**src/rtl/cache_pkg.sv**
```systemverilog
package cache_pkg;

    // geometry
    localparam int NUM_WAYS  = 2;
    localparam int NUM_SETS  = 256;
    localparam int NUM_BANKS = 4;   // words per line
    localparam int TAG_W     = 20;
    localparam int INDEX_W   = 8;
    localparam int OFFSET_W  = 4;

    localparam int WAY_W  = $clog2(NUM_WAYS);
    localparam int BANK_W = $clog2(NUM_BANKS);
    localparam int WORD_W = 32;
    localparam int STRB_W = WORD_W / 8;
    localparam int LINE_W = NUM_BANKS * WORD_W;
    localparam int ADDR_W = TAG_W + INDEX_W + OFFSET_W;

    typedef struct packed {
        logic                op;      // 1 = store
        logic [INDEX_W-1:0]  index;
        logic [TAG_W-1:0]    tag;
        logic [OFFSET_W-1:0] offset;
        logic [STRB_W-1:0]   wstrb;
        logic [WORD_W-1:0]   wdata;
    } cpu_req_t;

    typedef struct packed {
        logic [TAG_W-1:0] tag;
        logic             valid;
    } tagv_t;

    typedef struct packed {
        logic [WAY_W-1:0]   way;
        logic [INDEX_W-1:0] index;
        logic [BANK_W-1:0]  bank;
        logic [STRB_W-1:0]  wstrb;
        logic [WORD_W-1:0]  wdata;
    } wbuf_t;

    typedef struct packed {
        logic [ADDR_W-1:0] addr;   // always line aligned
    } mem_rd_req_t;

    typedef struct packed {
        logic [ADDR_W-1:0] addr;
        logic [LINE_W-1:0] data;   // bank 0 in the low word
    } mem_wr_req_t;

endpackage

```
**src/rtl/meta_array.sv**
```systemverilog
`timescale 1ns/1ps

module meta_array (
    input  logic                           clk,
    input  logic                           resetn,
    input  logic [cache_pkg::INDEX_W-1:0]  index,
    input  logic                           set_dirty,
    input  logic [cache_pkg::WAY_W-1:0]    dirty_way,
    input  logic [cache_pkg::INDEX_W-1:0]  dirty_index,
    input  logic                           refill_done,
    input  logic                           refill_dirty,
    input  logic                           hit_update,
    input  logic [cache_pkg::NUM_WAYS-1:0] hit_way,
    output logic                           victim_dirty,
    output logic [cache_pkg::WAY_W-1:0]    replace_way
);
    import cache_pkg::*;

    logic [NUM_WAYS-1:0][NUM_SETS-1:0] dirty;
    logic [NUM_SETS-1:0][WAY_W-1:0]    repl;   // way to evict next

    assign replace_way  = repl[index];
    assign victim_dirty = dirty[replace_way][index];   // dirty implies valid

    always_ff @(posedge clk) begin
        if (!resetn) begin
            dirty <= '0;
            repl  <= '0;
        end else begin
            if (set_dirty) begin
                dirty[dirty_way][dirty_index] <= 1'b1;
            end
            if (refill_done) begin
                dirty[replace_way][index] <= refill_dirty;
            end

            if (hit_update) begin
                repl[index] <= hit_way[0];   // point away from the way just hit
            end else if (refill_done) begin
                repl[index] <= ~repl[index];
            end
        end
    end

endmodule

```
**config.mk**
```make
export PLATFORM = sky130hd
export DESIGN_NAME = meta_array
export DESIGN_NICKNAME = d
export VERILOG_FILES = /design/src/rtl/cache_pkg.sv /design/src/rtl/meta_array.sv
export SDC_FILE = /design/constraint.sdc
export NUM_CORES = 2
export LEC_CHECK = 0
export BUFFER_PORTS_ARGS = -buffer_cell sky130_fd_sc_hd__buf_2
export CAP_MARGIN = 5
export CORE_MARGIN = 3
export CORE_UTILIZATION = 60
export CTS_BUF_LIST = sky130_fd_sc_hd__clkbuf_4
export CTS_CLUSTER_SIZE = 8
export DETAILED_ROUTE_END_ITERATION = 12
export PLACE_DENSITY_LB_ADDON = 0.05
export REMOVE_ABC_BUFFERS = 1
export SLEW_MARGIN = 10
export SYNTH_ARGS = -nofsm -noshare
export SYNTH_HDL_FRONTEND = slang
export SYNTH_SLANG_ARGS = --single-unit
```
**constraint.sdc**
```tcl
create_clock -name clk -period 4.25 [get_ports clk]
set_input_delay 0.2125 -clock clk [delete_from_list [all_inputs] [get_ports clk]]
set_output_delay 0.2125 -clock clk [all_outputs]
set_load 0.005 [all_outputs]
```
* Word-level counts from Yosys, hierarchy flattened *
Cells that the tools add are included.
W data, S select, Z words.

operators by class
  magnitude comparators = 8
  multiplexer cells = 22
  bitwise gates (word level) = 2
  reductions and logical operators = 5

operator list
  cell                  number
  $mux W256             6
  $mux W512             3
  $bwmux W256           2
  $bwmux W512           1
  $demux W256 S1        2
  $or A512 B512 Y512    1
  $lt A8 B9 Y1 const B  2
  $bmux W1 S8           2
  $demux W1 S8          2
  $ge A8 B1 Y1 const B  2
  $logic_and A1 B1 Y1   4
  $lt A1 B2 Y1 const B  2
  $mux W1               4
  $ge A1 B1 Y1 const B  2
  $reduce_bool A2 Y1    1
  $not A1 Y1            1

word-level totals
  flip-flop bits (word level) = 768
  input port bits = 25
  output and inout bits = 2

* Depth between registers and ports, before layout *
  word-level depth = 11
  mapped depth = 19
  mapped depth without buffers = 12

* Worst setup path after synthesis *
Ideal clock, no wire load.

  kind = input to output
  start point = input port index[0] in the netlist's numbering
  end point = output port victim_dirty
  arrival = 3.424 ns
  data required time = 4.038 ns
  setup slack = 0.613 ns
  cell stages on the path = 16
  cell sequence = buf_6 buf_6 buf_2 buf_4 buf_2 mux4_2 o22a_1 o211ai_1 o311a_1 buf_2 o21ai_1 a21o_1 a221oi_1 o22ai_1 a211o_1 nand4_1

on the way
  word-level cells in the longest chain between the ends = 6

RTL lines
  item                                          line              RTL
  from (decl)                                   meta_array.sv:6   input logic [cache_pkg::INDEX_W-1:0] index,
  $bmux W1 S8                                   meta_array.sv:22  assign replace_way = repl[index];
  $mux W1 (not written as such)                 meta_array.sv:22
  $mux W256 (not written as such) (2 in a row)  meta_array.sv:23  assign victim_dirty = dirty[replace_way][index];
  $bmux W1 S8 *                                 meta_array.sv:23
  $mux W1 (not written as such) *               meta_array.sv:23
  to (decl)                                     meta_array.sv:14  output logic victim_dirty,

Mark *: on every way between the ends. The rest lies on a longest branch, timed or not. The select of a mux whose other input is x is not followed.

* Worst setup path in the final report *
  start point = register repl[82] in the netlist's numbering
  end point = output port victim_dirty

on the way
  word-level cells in the longest chain between the ends = 6

RTL lines
  item                                          line              RTL
  from (decl)                                   meta_array.sv:20  logic [NUM_SETS-1:0][WAY_W-1:0] repl;
  from (signal, indexed assignment)             meta_array.sv:38  repl[index] <= hit_way[0];
  from (signal, indexed assignment)             meta_array.sv:40  repl[index] <= ~repl[index];
  $bmux W1 S8                                   meta_array.sv:22
  $mux W1 (not written as such)                 meta_array.sv:22
  $mux W256 (not written as such) (2 in a row)  meta_array.sv:23
  $bmux W1 S8                                   meta_array.sv:23
  $mux W1 (not written as such)                 meta_array.sv:23

Every way passes these cells. The select of a mux whose other input is x is not followed.

==> results by group <==
Run status
  – Outcome: complete, but fails checks
  – Failing checks: design-rule violations, negative setup slack

Drt
  – Final wirelength: 159000 µm
  – Via count: 41900
  – WL per Instance: 28.2 µm
  – Post-route DRC: 2
  – DR vias/cell: 7.44
  – Initial DRC count: 6645
  – DRT Pass-1 Iters: 12
  – ANT nets after route: 0

GRT
  – GRT busiest layer: met2
  – GRT Total Usage: 43.6%
  – Remaining Overflow, GRT: 0
  – Met2 usage: 62.5%
  – Vias in the first global route: 37700
  – Initial antenna violation count: 7
  – Largest net degree at the start of global routing: 136
  – Met1 Use GR: 58.8%
  – First-pass GRT wire length: 236000 µm
  – Met3 global-route usage: 12.2%

Floorplanning
  – Core Footprint: 65200 µm²
  – Std cell rows: 93
  – Num ports: 27
  – Die Width: 264 µm
  – Die area: 69600 µm²
  – Die Y: 264 µm
  – Starting Density: 61.2%

Setup path
  – CP Max Fanout: 16
  – Critical path startpoint category: flip-flop
  – Crit path cell chain: mux4_2 -> mux4_2 -> nand2_2 -> o2111ai_4 -> a221o_2 -> nand2_4 -> buf_8 -> mux2i_1 -> o221a_1 -> a311o_1 -> a211o_1 -> nand4_1 -> buf_2
  – WS Path Type: reg2out
  – Slowest-stage cell, CP: mux4_2
  – Crit path arrival time: 4.83 ns
  – CP peak stage delay: 0.60 ns
  – Most used cell, CP: mux4_2
  – Worst Setup End Kind: output port
  – CP Data Required Time: 4.04 ns

Timing
  – Fmax: 198 MHz
  – Slew Limit Fails: 0
  – RSZ-0062 raised after global routing: yes
  – Fin crit period: 5.04 ns
  – Setup violations, final: 1
  – Final Cycle Share: 119%
  – Slew at the pin with the worst max-slew slack: 1.21 ns
  – Slew HR: 19.3%
  – Final Hold Viols: 0
  – Layout Skew: 0.0633 ns
  – Final setup margin: -0.790 ns

Placement
  – PortBufs: 25
  – GP Congestion: 0.965
  – Place WS: -0.255 ns
  – DP Cell Count: 5260
  – DPL Wire Length: 98100 µm

Clock tree
  – Skew-Pair Late Insertion Delay: 1.07 ns
  – CTS root buf: clkbuf_4
  – CTS Buf Count: 198
  – Clock transition at path regs: 0.07 ns
  – CTS tree: done
  – Clk buf depth: 3
  – Sink Count: 768
  – H-tree depth: 4

Synth
  – Top FF cell, synth: dfxtp_1
  – Netlist cell types: 60
  – Post-synth EDFFs: 0
  – Sequential area share after synthesis: 38.5%
  – Synthesis-stage register bit count: 768
  – Largest cells by area after synthesis: dfxtp_1 39%, o311a_1 13%, o21ai_0 10%, mux4_2 7.1%, a21oi_1 6.6%
  – Share of synthesized registers carrying an async set or reset: 0%
  – Synthesized area: 39900 µm²
  – Synth Instances: 4694
  – Top cell type's share of synthesized area: 38.5%
  – Synth warn: 0
  – Synth area leader: dfxtp_1
  – Post-Syn Area per Cell: 8.50 µm²

Cells and area
  – Synth-to-layout area growth: 13.2%
  – Layout cells sized above 1: 20.2%
  – Fillers: 5413
  – Final #Nets: 4655
  – Post-Layout Cell Count: 5640

Min path
  – Worst Hold Class: in2reg

Pwr
  – VDD IR max: 284 µV
  – Leakage: 15.6 nW
  – Power Density: 349 nW/µm²

Flow run
  – Max-cap violations: 0
-- where the power goes --
| group | switching (mW) | internal (mW) | leakage (nW) |
|---|---|---|---|
| sequential | 0.0112 | 7.21 | 6.19 |
| clock | 3.16 | 3.42 | 1.55 |
| combinational | 1.38 | 0.557 | 7.87 |
-- synth_stat cells, types with 6 or more instances --
| library cell | count |
|---|---|
| and3_1 | 17 |
| buf_4 | 6 |
| o221ai_1 | 11 |
| nor3_1 | 46 |
| a22oi_1 | 14 |
| o211ai_1 | 6 |
| nand2b_1 | 19 |
| o311a_1 | 514 |
| dfxtp_1 | 768 |
| a31oi_1 | 275 |
| nor4_1 | 8 |
| nand3_1 | 55 |
| o22ai_1 | 11 |
| buf_2 | 81 |
| a211oi_1 | 8 |
| a21o_1 | 7 |
| mux2_2 | 60 |
| nor2_1 | 308 |
| o2111ai_1 | 8 |
| o21ai_0 | 799 |
| a21oi_1 | 529 |
| nor2b_1 | 8 |
| mux2i_1 | 41 |
| buf_1 | 34 |
| clkbuf_1 | 482 |
| a221oi_1 | 42 |
| nand2_1 | 348 |
| mux4_2 | 125 |
-- cell families after synthesis --
logic type / share of synthesized area (%)
compound gates: 37.0
mux: 9.80
flops: 38.5
simple gates: 8.48
buf+inv: 6.15
-- registers in the layout (all words and copies together) (netlist names) --
register / cells
repl: 256
dirty: 512
-- repair_timing --
item / in CTS / in global routing
gates resized for setup: 46 / 1
setup endpoints to repair: 1 / 254
pin swaps: 26 / 4
hold endpoints to repair: 528 / 0
buffers inserted: 17 / 0
hold buffers: 9 / 0
gates cloned: 1 / 0
-- final cells by class --
class,count,area (µm²),share of cell area (%)
timing repair buffer,342,3430,7.59
clock inverter,33,179,0.396
inverter,5,26.3,0.0582
antenna,4,10.0,0.0222
sequential,768,15400,34.0
timing repair inverter,1,6.26,0.0138
clock buffer,318,2390,5.28
multi-input combinational,3314,22700,50.2
tap,855,1070,2.37
-- layer usage --
metal	vias to the layer above	wire length (µm)
met5	-	102
met4	4	10600
met3	680	22200
met2	3153	66000
met1	19900	60000
li1	18200	-
-- stage by stage --
stage | TNS (ns) | utilization [%] | hold slack, ns | cell area, µm² | power [mW]
after floorplan | -9634.83 | - | 0.344 | 37500 | 8.02
after global placement | -0.226 | 64.6 | 0.522 | 42100 | 9.15
after detailed placement | -0.255 | 64.6 | 0.527 | 42100 | 9.16
after CTS | -0.747 | 69.3 | 0.000164 | 45200 | 15.7
after global routing | -0.898 | 69.3 | 0.0252 | 45200 | 16.2
final | -0.790 | 69.3 | 0.0689 | 45200 | 15.8
-- worst max-delay path: cells and delay by family, from the launching register on --
kind            cells  cell delay [ns]
buf+inv             2             0.36
simple gates        3             0.45
flops               1             0.33
compound gates      5             1.46
mux                 3             1.16
-- cells in the final DEF (no fill, tap or decap), types with 15 or more instances in the layout --
| cell type | synthesis | layout |
|---|---|---|
| buf_12 | 0 | 65 |
| clkbuf_4 | 0 | 318 |
| nor3_2 | 0 | 31 |
| mux4_2 | 125 | 125 |
| nand3_1 | 55 | 55 |
| a221oi_1 | 42 | 33 |
| o311a_1 | 514 | 513 |
| nor2_4 | 0 | 17 |
| dfxtp_1 | 768 | 766 |
| buf_2 | 81 | 20 |
| nor3_1 | 46 | 15 |
| a21oi_1 | 529 | 528 |
| buf_4 | 6 | 236 |
| mux2i_1 | 41 | 40 |
| nand2_1 | 348 | 346 |
| o21ai_0 | 799 | 798 |
| nand2b_1 | 19 | 19 |
| a31oi_1 | 275 | 273 |
| clkinv_1 | 1 | 22 |
| and3_1 | 17 | 17 |
| mux2_2 | 60 | 60 |
| nor2_1 | 308 | 273 |
| nor2_2 | 0 | 18 |
-- final timing paths --
| kind | endpoint | slack [ns] | depth (start not counted) | start |
|---|---|---|---|---|
| worst max-delay path | victim_dirty | -0.79 | 13 | repl[82] |
| worst min-delay path | dirty[23] | 0.07 | 6 | dirty_index[7] |
| worst max register to register | dirty[439] | 0.43 | 15 | repl[82] |
| worst min register to register | repl[220] | 0.54 | 2 | repl[220] |
Note: power is estimated with default switching activity, not from simulation.
