**src/rtl/cache_pkg.sv**
```systemverilog
package cache_pkg;

    // geometry
    localparam int NUM_WAYS  = 2;
    localparam int NUM_SETS  = 256;
    localparam int NUM_BANKS = 4;   // words per line
    localparam int TAG_W     = 20;
    localparam int INDEX_W   = 8;
    localparam int OFFSET_W  = 4;

    localparam int WAY_W  = $clog2(NUM_WAYS);
    localparam int BANK_W = $clog2(NUM_BANKS);
    localparam int WORD_W = 32;
    localparam int STRB_W = WORD_W / 8;
    localparam int LINE_W = NUM_BANKS * WORD_W;
    localparam int ADDR_W = TAG_W + INDEX_W + OFFSET_W;

    typedef struct packed {
        logic                op;      // 1 = store
        logic [INDEX_W-1:0]  index;
        logic [TAG_W-1:0]    tag;
        logic [OFFSET_W-1:0] offset;
        logic [STRB_W-1:0]   wstrb;
        logic [WORD_W-1:0]   wdata;
    } cpu_req_t;

    typedef struct packed {
        logic [TAG_W-1:0] tag;
        logic             valid;
    } tagv_t;

    typedef struct packed {
        logic [WAY_W-1:0]   way;
        logic [INDEX_W-1:0] index;
        logic [BANK_W-1:0]  bank;
        logic [STRB_W-1:0]  wstrb;
        logic [WORD_W-1:0]  wdata;
    } wbuf_t;

    typedef struct packed {
        logic [ADDR_W-1:0] addr;   // always line aligned
    } mem_rd_req_t;

    typedef struct packed {
        logic [ADDR_W-1:0] addr;
        logic [LINE_W-1:0] data;   // bank 0 in the low word
    } mem_wr_req_t;

endpackage

```
**src/rtl/cache_ctrl.sv**
```systemverilog
`timescale 1ns/1ps

module cache_ctrl (
    input  logic                           clk,
    input  logic                           resetn,
    // cpu side
    input  logic                           valid,
    input  cache_pkg::cpu_req_t            req,
    output logic                           addr_ok,
    output logic                           data_ok,
    output logic [cache_pkg::WORD_W-1:0]   rdata,
    // memory side
    output logic                           rd_req,
    output cache_pkg::mem_rd_req_t         rd_line,
    input  logic                           rd_rdy,
    input  logic                           ret_valid,
    input  logic                           ret_last,
    input  logic [cache_pkg::WORD_W-1:0]   ret_data,
    output logic                           wr_req,
    output cache_pkg::mem_wr_req_t         wr_line,
    input  logic                           wr_rdy,
    // arrays
    output logic [cache_pkg::INDEX_W-1:0]  arr_index,
    output logic                           arr_rd_en,
    output logic [cache_pkg::NUM_WAYS-1:0] tag_we,
    input  logic [cache_pkg::NUM_WAYS-1:0] hit_way,
    input  logic [cache_pkg::TAG_W-1:0]    victim_tag,
    output cache_pkg::wbuf_t               wbuf,
    output logic                           wbuf_we,
    output logic                           refill_we,
    output logic [cache_pkg::BANK_W-1:0]   refill_cnt,
    output cache_pkg::cpu_req_t            req_buf,
    input  logic [cache_pkg::WORD_W-1:0]   hit_word,
    input  logic [cache_pkg::LINE_W-1:0]   victim_line,
    output logic                           refill_done,
    output logic                           hit_update,
    input  logic                           victim_dirty,
    input  logic [cache_pkg::WAY_W-1:0]    replace_way
);
    import cache_pkg::*;

    typedef enum logic [4:0] {
        IDLE    = 5'b00001,
        LOOKUP  = 5'b00010,
        MISS    = 5'b00100,
        REPLACE = 5'b01000,
        REFILL  = 5'b10000
    } state_t;

    typedef enum logic [1:0] {
        WR_IDLE  = 2'b01,
        WR_WRITE = 2'b10
    } wr_state_t;

    state_t            state;
    state_t            state_nxt;
    wr_state_t         wr_state;
    wr_state_t         wr_state_nxt;
    logic              cache_hit;
    logic              hit_write;
    logic              conflict;
    logic              accept;
    logic              victim_rdy;   // victim line re-read has settled
    logic [BANK_W-1:0] req_bank;
    logic [BANK_W-1:0] buf_bank;

    assign req_bank  = req.offset[OFFSET_W-1:2];
    assign buf_bank  = req_buf.offset[OFFSET_W-1:2];
    assign cache_hit = |hit_way;
    assign hit_write = state == LOOKUP && cache_hit && req_buf.op;
    assign wbuf_we   = wr_state == WR_WRITE;

    // a read of the store's word would miss the new bytes; a bank under
    // write is also busy at the store's index and cannot serve other sets
    assign conflict = !req.op
        && ((hit_write && req.index == req_buf.index && req_bank == buf_bank)
            || (wbuf_we && req_bank == wbuf.bank));

    assign addr_ok = (state == IDLE || (state == LOOKUP && cache_hit)) && !conflict;
    assign accept  = valid && addr_ok;

    always_ff @(posedge clk) begin
        if (!resetn) begin
            state    <= IDLE;
            wr_state <= WR_IDLE;
        end else begin
            state    <= state_nxt;
            wr_state <= wr_state_nxt;
        end
    end

    always_comb begin
        state_nxt = state;
        case (state)
            IDLE: begin
                if (accept) state_nxt = LOOKUP;
            end
            LOOKUP: begin
                if (cache_hit) begin
                    state_nxt = accept ? LOOKUP : IDLE;   // hits pipeline
                end else begin
                    state_nxt = victim_dirty ? MISS : REPLACE;
                end
            end
            MISS: begin
                if (wr_req && wr_rdy) state_nxt = REPLACE;
            end
            REPLACE: begin
                if (rd_rdy) state_nxt = REFILL;
            end
            REFILL: begin
                if (ret_valid && ret_last) state_nxt = IDLE;
            end
            default: state_nxt = IDLE;
        endcase
    end

    always_comb begin
        case (wr_state)
            WR_IDLE:  wr_state_nxt = hit_write ? WR_WRITE : WR_IDLE;
            WR_WRITE: wr_state_nxt = hit_write ? WR_WRITE : WR_IDLE;   // back-to-back stores
            default:  wr_state_nxt = WR_IDLE;
        endcase
    end

    always_ff @(posedge clk) begin
        if (accept) begin
            req_buf <= req;
        end
        if (hit_write) begin
            wbuf.way   <= hit_way[1];
            wbuf.index <= req_buf.index;
            wbuf.bank  <= buf_bank;
            wbuf.wstrb <= req_buf.wstrb;
            wbuf.wdata <= req_buf.wdata;
        end
    end

    always_ff @(posedge clk) begin
        if (!resetn) begin
            refill_cnt <= '0;
            victim_rdy <= 1'b0;
        end else begin
            victim_rdy <= state == MISS;
            if (state == REFILL && ret_valid) begin
                refill_cnt <= ret_last ? '0 : refill_cnt + 1'b1;
            end
        end
    end

    // miss path keeps reading the buffered set for the victim line
    assign arr_index = accept ? req.index : req_buf.index;
    assign arr_rd_en = accept || (state == LOOKUP && !cache_hit) || state == MISS;

    assign hit_update  = state == LOOKUP && cache_hit;
    assign refill_we   = state == REFILL && ret_valid;
    assign refill_done = refill_we && ret_last;

    always_comb begin
        for (int w = 0; w < NUM_WAYS; w++) begin
            tag_we[w] = refill_done && replace_way == WAY_W'(w);
        end
    end

    assign data_ok = (state == LOOKUP && (cache_hit || req_buf.op))
                     || (refill_we && !req_buf.op && refill_cnt == buf_bank);
    assign rdata   = (state == REFILL) ? ret_data : hit_word;

    assign rd_req       = state == REPLACE;
    assign rd_line.addr = {req_buf.tag, req_buf.index, {OFFSET_W{1'b0}}};

    assign wr_req       = state == MISS && victim_rdy;
    assign wr_line.addr = {victim_tag, req_buf.index, {OFFSET_W{1'b0}}};
    assign wr_line.data = victim_line;

    // victim line is re-read from the rams every MISS cycle
    a_wr_line_hold : assert property (@(posedge clk) disable iff (!resetn)
        wr_req && !wr_rdy |=> wr_req && $stable(wr_line));

    a_rd_line_hold : assert property (@(posedge clk) disable iff (!resetn)
        rd_req && !rd_rdy |=> rd_req && $stable(rd_line));

endmodule

```
**config.mk**
```make
export PLATFORM = sky130hd
export DESIGN_NAME = cache_ctrl
export DESIGN_NICKNAME = d
export VERILOG_FILES = /design/src/rtl/cache_pkg.sv /design/src/rtl/cache_ctrl.sv
export SDC_FILE = /design/constraint.sdc
export NUM_CORES = 1
export LEC_CHECK = 0
export BUFFER_PORTS_ARGS = -buffer_cell sky130_fd_sc_hd__buf_2
export CAP_MARGIN = 20
export CORE_AREA = 10 10 243 245
export CTS_CLUSTER_SIZE = 8
export DETAILED_ROUTE_END_ITERATION = 12
export DIE_AREA = 0 0 253 255
export PLACE_DENSITY_LB_ADDON = 0.05
export REMOVE_ABC_BUFFERS = 1
export SETUP_SLACK_MARGIN = 0.2
export SYNTH_ARGS = -nofsm -noshare
export SYNTH_HDL_FRONTEND = slang
export SYNTH_SLANG_ARGS = --single-unit
```
**constraint.sdc**
```tcl
create_clock -name clk -period 6.78 [get_ports clk]
set_input_delay 1.356 -clock clk [delete_from_list [all_inputs] [get_ports clk]]
set_output_delay 1.356 -clock clk [all_outputs]
set_load 0.01 [all_outputs]
```
== After elaboration in Yosys (flattened, before gate mapping) ==
Cells that the tools add are included.
Operators by class
  add/subtract/negate cells: 1
  equal/unequal tests: 15
  muxes and demuxes: 12
  bitwise logic cells: 1
  reduce and logical (&&, ||, !) cells: 33
Operators by type and width (number)
  32-bit two-way mux: 1
  5-bit one-hot mux with 5 select lines: 1
  5-bit two-way mux: 4
  1-bit logical AND: 19
  8-bit equality test: 1
  4-bit two-way mux: 2
  8-bit two-way mux: 1
  2-bit equality test: 3
  1-bit logical OR: 6
  2-bit two-way mux: 3
  2-bit inequality test, second input constant: 3
  5-bit by 1-bit equality test with 1-bit output, second input constant: 1
  5-bit by 2-bit equality test with 1-bit output, second input constant: 1
  5-bit by 3-bit equality test with 1-bit output, second input constant: 1
  5-bit by 4-bit equality test with 1-bit output, second input constant: 1
  5-bit equality test, second input constant: 1
  1-bit logical NOT: 4
  4-bit AND reduction: 1
  2-bit OR reduction: 2
  2-bit by 1-bit adder with 2-bit output, second input constant: 1
  2-bit by 1-bit equality test with 1-bit output, second input constant: 1
  2-bit equality test, second input constant: 1
  2-bit by 1-bit inequality test with 1-bit output, second input constant: 1
  2-bit AND reduction: 1
  1-bit NOT: 1
Word-level totals
  register bits: 126
  input port bits: 292
  output and inout port bits: 361
  logic and storage cells: 77

== Depth between registers and ports, before layout ==
  depth in word-level cells: 13
  gate-level depth with buffers: 7
  depth with buffers taken out: 6

== Worst setup path after synthesis ==
Ideal clock, no wire load.
  path kind: input-to-reg
  start: input port hit_way[1] (netlist name)
  end: register req_buf, in the netlist rd_line[10] (enable)
  library setup time: 498 ps
  arrival: 5243 ps
  data required time: 6282 ps
  setup slack: 1039 ps
  stages on the path: 6
  buffers on the path: 1
  cells stage by stage: or2_2 > nand4_4 > nor3_1 > a211o_2 > buf_6 > nor2_1
On the way
  cells in the longest elaborated chain, start to end: 10
  elaborated cells on any way between the ends: 11
  those cells by class: reduce/logical: 11
Ends and longest elaborated chain
  start: declaration: RTL line cache_ctrl.sv:26  | input logic [cache_pkg::NUM_WAYS-1:0] hit_way,
  2-bit OR reduction *: RTL line cache_ctrl.sv:69  | assign cache_hit = |hit_way;
  1-bit logical AND *: RTL line cache_ctrl.sv:70, cache_ctrl.sv:79
  1-bit logical AND: RTL line cache_ctrl.sv:70  | assign hit_write = state == LOOKUP && cache_hit && req_buf.op;
  1-bit logical AND (2 in series): RTL line cache_ctrl.sv:76  | && ((hit_write && req.index == req_buf.index && req_bank == buf_bank)
  1-bit logical OR: RTL line cache_ctrl.sv:77  | || (wbuf_we && req_bank == wbuf.bank));
  1-bit logical AND: RTL line cache_ctrl.sv:76
  1-bit logical NOT: RTL line cache_ctrl.sv:79  | assign addr_ok = (state == IDLE || (state == LOOKUP && cache_hit)) && !conflict;
  1-bit logical AND *: RTL line cache_ctrl.sv:79
  1-bit logical AND *: RTL line cache_ctrl.sv:80  | assign accept = valid && addr_ok;
  end signal: assignment: RTL line cache_ctrl.sv:128  | req_buf <= req;
  end: declaration: RTL line cache_ctrl.sv:32  | output cache_pkg::cpu_req_t req_buf,
Every way passes the cells marked *; elsewhere a longest branch is shown, timed or not.
A chain may end at the register's enable or synchronous reset.

== Worst setup path after layout ==
  start: input port hit_way[1] (netlist name)
  end: output port arr_index[7] (netlist name)
On the way
  cells in the longest elaborated chain, start to end: 11
  elaborated cells on any way between the ends: 12
  those cells by class: mux: 1; reduce/logical: 11
Ends and longest elaborated chain
  2-bit OR reduction *: RTL line cache_ctrl.sv:69
  1-bit logical AND *: RTL line cache_ctrl.sv:70, cache_ctrl.sv:79
  1-bit logical AND: RTL line cache_ctrl.sv:70
  1-bit logical AND (2 in series): RTL line cache_ctrl.sv:76
  1-bit logical OR: RTL line cache_ctrl.sv:77
  1-bit logical AND: RTL line cache_ctrl.sv:76
  1-bit logical NOT: RTL line cache_ctrl.sv:79
  1-bit logical AND *: RTL line cache_ctrl.sv:79
  1-bit logical AND *: RTL line cache_ctrl.sv:80
  8-bit two-way mux *: RTL line cache_ctrl.sv:152  | assign arr_index = accept ? req.index : req_buf.index;
  end: declaration: RTL line cache_ctrl.sv:23  | output logic [cache_pkg::INDEX_W-1:0] arr_index,
Marks and branches as above.

==> impl_metrics.csv <==
group,metric,value,unit
routing,avgViaCountPerCell,3.27,
final_layout,fin_cells,1441,
pwr,p_per_area,286,nW/um2
pwr,power.total,2.33,mW
routing,drt_iter0_drc,247,
yosys,synth_ff_type,"edfxtp_1",
sta,timing.final.crit_share,0.633,
floorplanning,io_pins,653,
worst_setup_path,critPathCaptureType,"output port",
cts,cts_tree,"built",
floorplanning,core,54400,um2
routing,wire_per_inst,46.4,um
yosys,synth_top_area_share,0.553,
yosys,syn_inst,545,
routing,drc,0,
cts,ctsResizeCount,0,
sta,whs,0.445,ns
worst_setup_path,slowest_stage,"a211o_2",
final_layout,nets,1015,
worst_setup_path,cp.arrival,2.93,ns
floorplanning,die_y,255,um
yosys,synth_common_cells,"192 x buf_4, 116 x edfxtp_1, 111 x nand2_1",
worst_setup_path,crit_chain,"buf_2 -> or2_2 -> nand4_4 -> nor3_1 -> a211o_2 -> o21ai_0 -> buf_2",
cts,cts-root-buf,"clkbuf_16",
flow_run,max_cap_violations,0,
yosys,ys_async_sr_fraction,0,
sta,setup_viol,0,
floorplanning,die-area,64500,um2
worst_setup_path,path_buf_inv,2,
cts,cts_setup_buffers,0,
sta,rsz0062_at_grt,"no",
placement,dp_hpwl,61.4,mm
cts,cts_hold_repair.buffers,0,
yosys,yosysSeqAreaShare,0.585,
grt,grt_pass1_wl,77.7,mm
floorplanning,initial_core_util,0.116,
sta,clock_skew,0.0172,ns
cts,clk_path_buf_depth,2,
grt,grt.overflow.total,0,
yosys,ys_warn_count,0,
yosys,syn_area_per_cell,11.6,um2
placement,gp_congestion,0.938,
routing,wl,66.9,mm
yosys,ys_seq_elements,126,
floorplanning,die_x,253,um
cts,cts_made_buffers,17,
sta,slew_headroom,0.444,
yosys,netlist_top_cells_area,"edfxtp_1 55%, buf_4 23%, nand2_1 6.6%",
worst_setup_path,cpLargestDelayFamily,"simple AND/OR/NAND/NOR gates",
placement,portBuffers,348,
yosys,yosysUniqueCellTypes,42,
yosys,synth_most_common_cell,"buf_4",
final_layout,fill_cells,6194,
cts,clkTransAtPathRegs,0.06,ns
final_layout,syn2layout_area_growth,29.4,%
run_status,outcome,"finished clean",
sta,max_freq,0.233,GHz
worst_setup_path,reg2reg_slack,3.69,ns
worst_setup_path,cp-start-kind,"input pin",
sta,setup_tns,0,ns
sta,fin_crit,4.29,ns
final_layout,drive_gt1_frac,0.535,
worst_setup_path,cp_max_fo,12,
sta,slew_violations,0,
cts,htreeDepth,4,
yosys,synth_top_area_cell,"edfxtp_1",
hold_path,hp-class,"reg2reg",
worst_setup_path,criticalPathCategory,"in2out",
pwr,p_leak,3.50,nW
worst_setup_path,max_stage_delay,0.42,ns
cts,clkSinkCount,126,
worst_setup_path,critical_path_required,5.42,ns
yosys,synth_edf_count,116,
sta,hold_violations,0,
routing,drt_pass1_iterations,4,
floorplanning,rows,86,
grt,antenna_found_initial,8,
placement,dp_cells,1407,
grt,grt_max_degree,46,
routing,route.vias.total,4716,
sta,tightest_slew,0.832,ns
pwr,vdd_ir_drop_max,0.129,mV
grt,grt_pass1_vias,5028,
routing,ant_nets,0,
yosys,syn-cell-area,6300,um2
grt,grt_use_total,0.202,
worst_setup_path,cpMostUsedCell,"buf_2",
final_layout,final_util,0.150,
cts,clock_latency,0.45,ns
[placed cells by master (no fill, tap or decap), types with 2 or more instances in the layout]
cell type / n
buf_2: 348
edfxtp_1: 116
nand2_1: 111
clkbuf_16: 17
xnor2_1: 14
nor2_1: 13
o21ai_0: 12
dfxtp_1: 10
inv_1: 8
o211ai_1: 8
conb_1: 8
nor3_1: 6
bufinv_16: 5
and3_1: 4
nand3_1: 4
buf_4: 4
nand4_1: 3
and2_1: 3
xor2_1: 3
clkinv_2: 3
inv_6: 3
diode_2: 2
nand3b_1: 2
a211oi_1: 2
o221ai_1: 2
a21oi_1: 2
clkinv_4: 2
[cell type report]
| class | count | area [um2] | share of cell area |
|---|---|---|---|
| Sequential cell | 126 | 3680 | 0.452 |
| Timing Repair Buffer | 352 | 1770 | 0.217 |
| Multi-Input combinational cell | 216 | 1130 | 0.139 |
| Tap cell | 704 | 881 | 0.108 |
| Clock buffer | 18 | 429 | 0.0527 |
| Clock inverter | 14 | 213 | 0.0261 |
| Inverter | 9 | 33.8 | 0.00415 |
| Antenna cell | 2 | 5.00 | 0.000614 |
[layer usage]
layer	global-route usage	part of all wire
met2	0.306	0.43
met3	0.323	0.34
met4	0.0332	0.010
met5	0.0848	0.012
met1	0.116	0.21
[cell families (layout without fill, tap and decap cells)]
kind of cell,count (synthesis),in the layout,synth area share
other cells,1,10,0.000595
flops,126,126,0.585
simple gates,156,156,0.111
xor+xnor,17,17,0.0236
fa+ha+maj,1,1,0.00199
compound gates,34,34,0.0367
buf+inv,210,393,0.241
[state kept, by name, indices dropped and copies added, names as in the netlist]
signal	cells
req_buf	41
wr_state	2
wbuf	47
victim_rdy	1
rd_line	28
state	5
refill_cnt	2
[final timing paths]
kind                    start      endpoint  cells after the start
setup / recovery   hit_way[1]  arr_index[7]                      7
hold / removal    req_buf[31]      wbuf[31]                      0
setup reg to reg  req_buf[39]   req_buf[23]                      7
hold reg to reg   req_buf[31]      wbuf[31]                      0
[per-stage QoR]
| step | setup WS, ns | cell area [um2] |
|---|---|---|
| after floorplan | 1.13 | 4840 |
| after global placement | 2.45 | 7500 |
| after detailed placement | 2.43 | 7500 |
| after CTS | 2.44 | 8140 |
| after global routing | 2.34 | 8150 |
| final | 2.49 | 8150 |
[power breakdown]
group | internal, mW | total (mW) | switching [mW]
Clock | 0.654 | 1.05 | 0.396
Sequential | 0.923 | 0.960 | 0.0371
Combinational | 0.122 | 0.321 | 0.199
Total | 1.70 | 2.33 | 0.632
(Power assumes the default switching activity.)
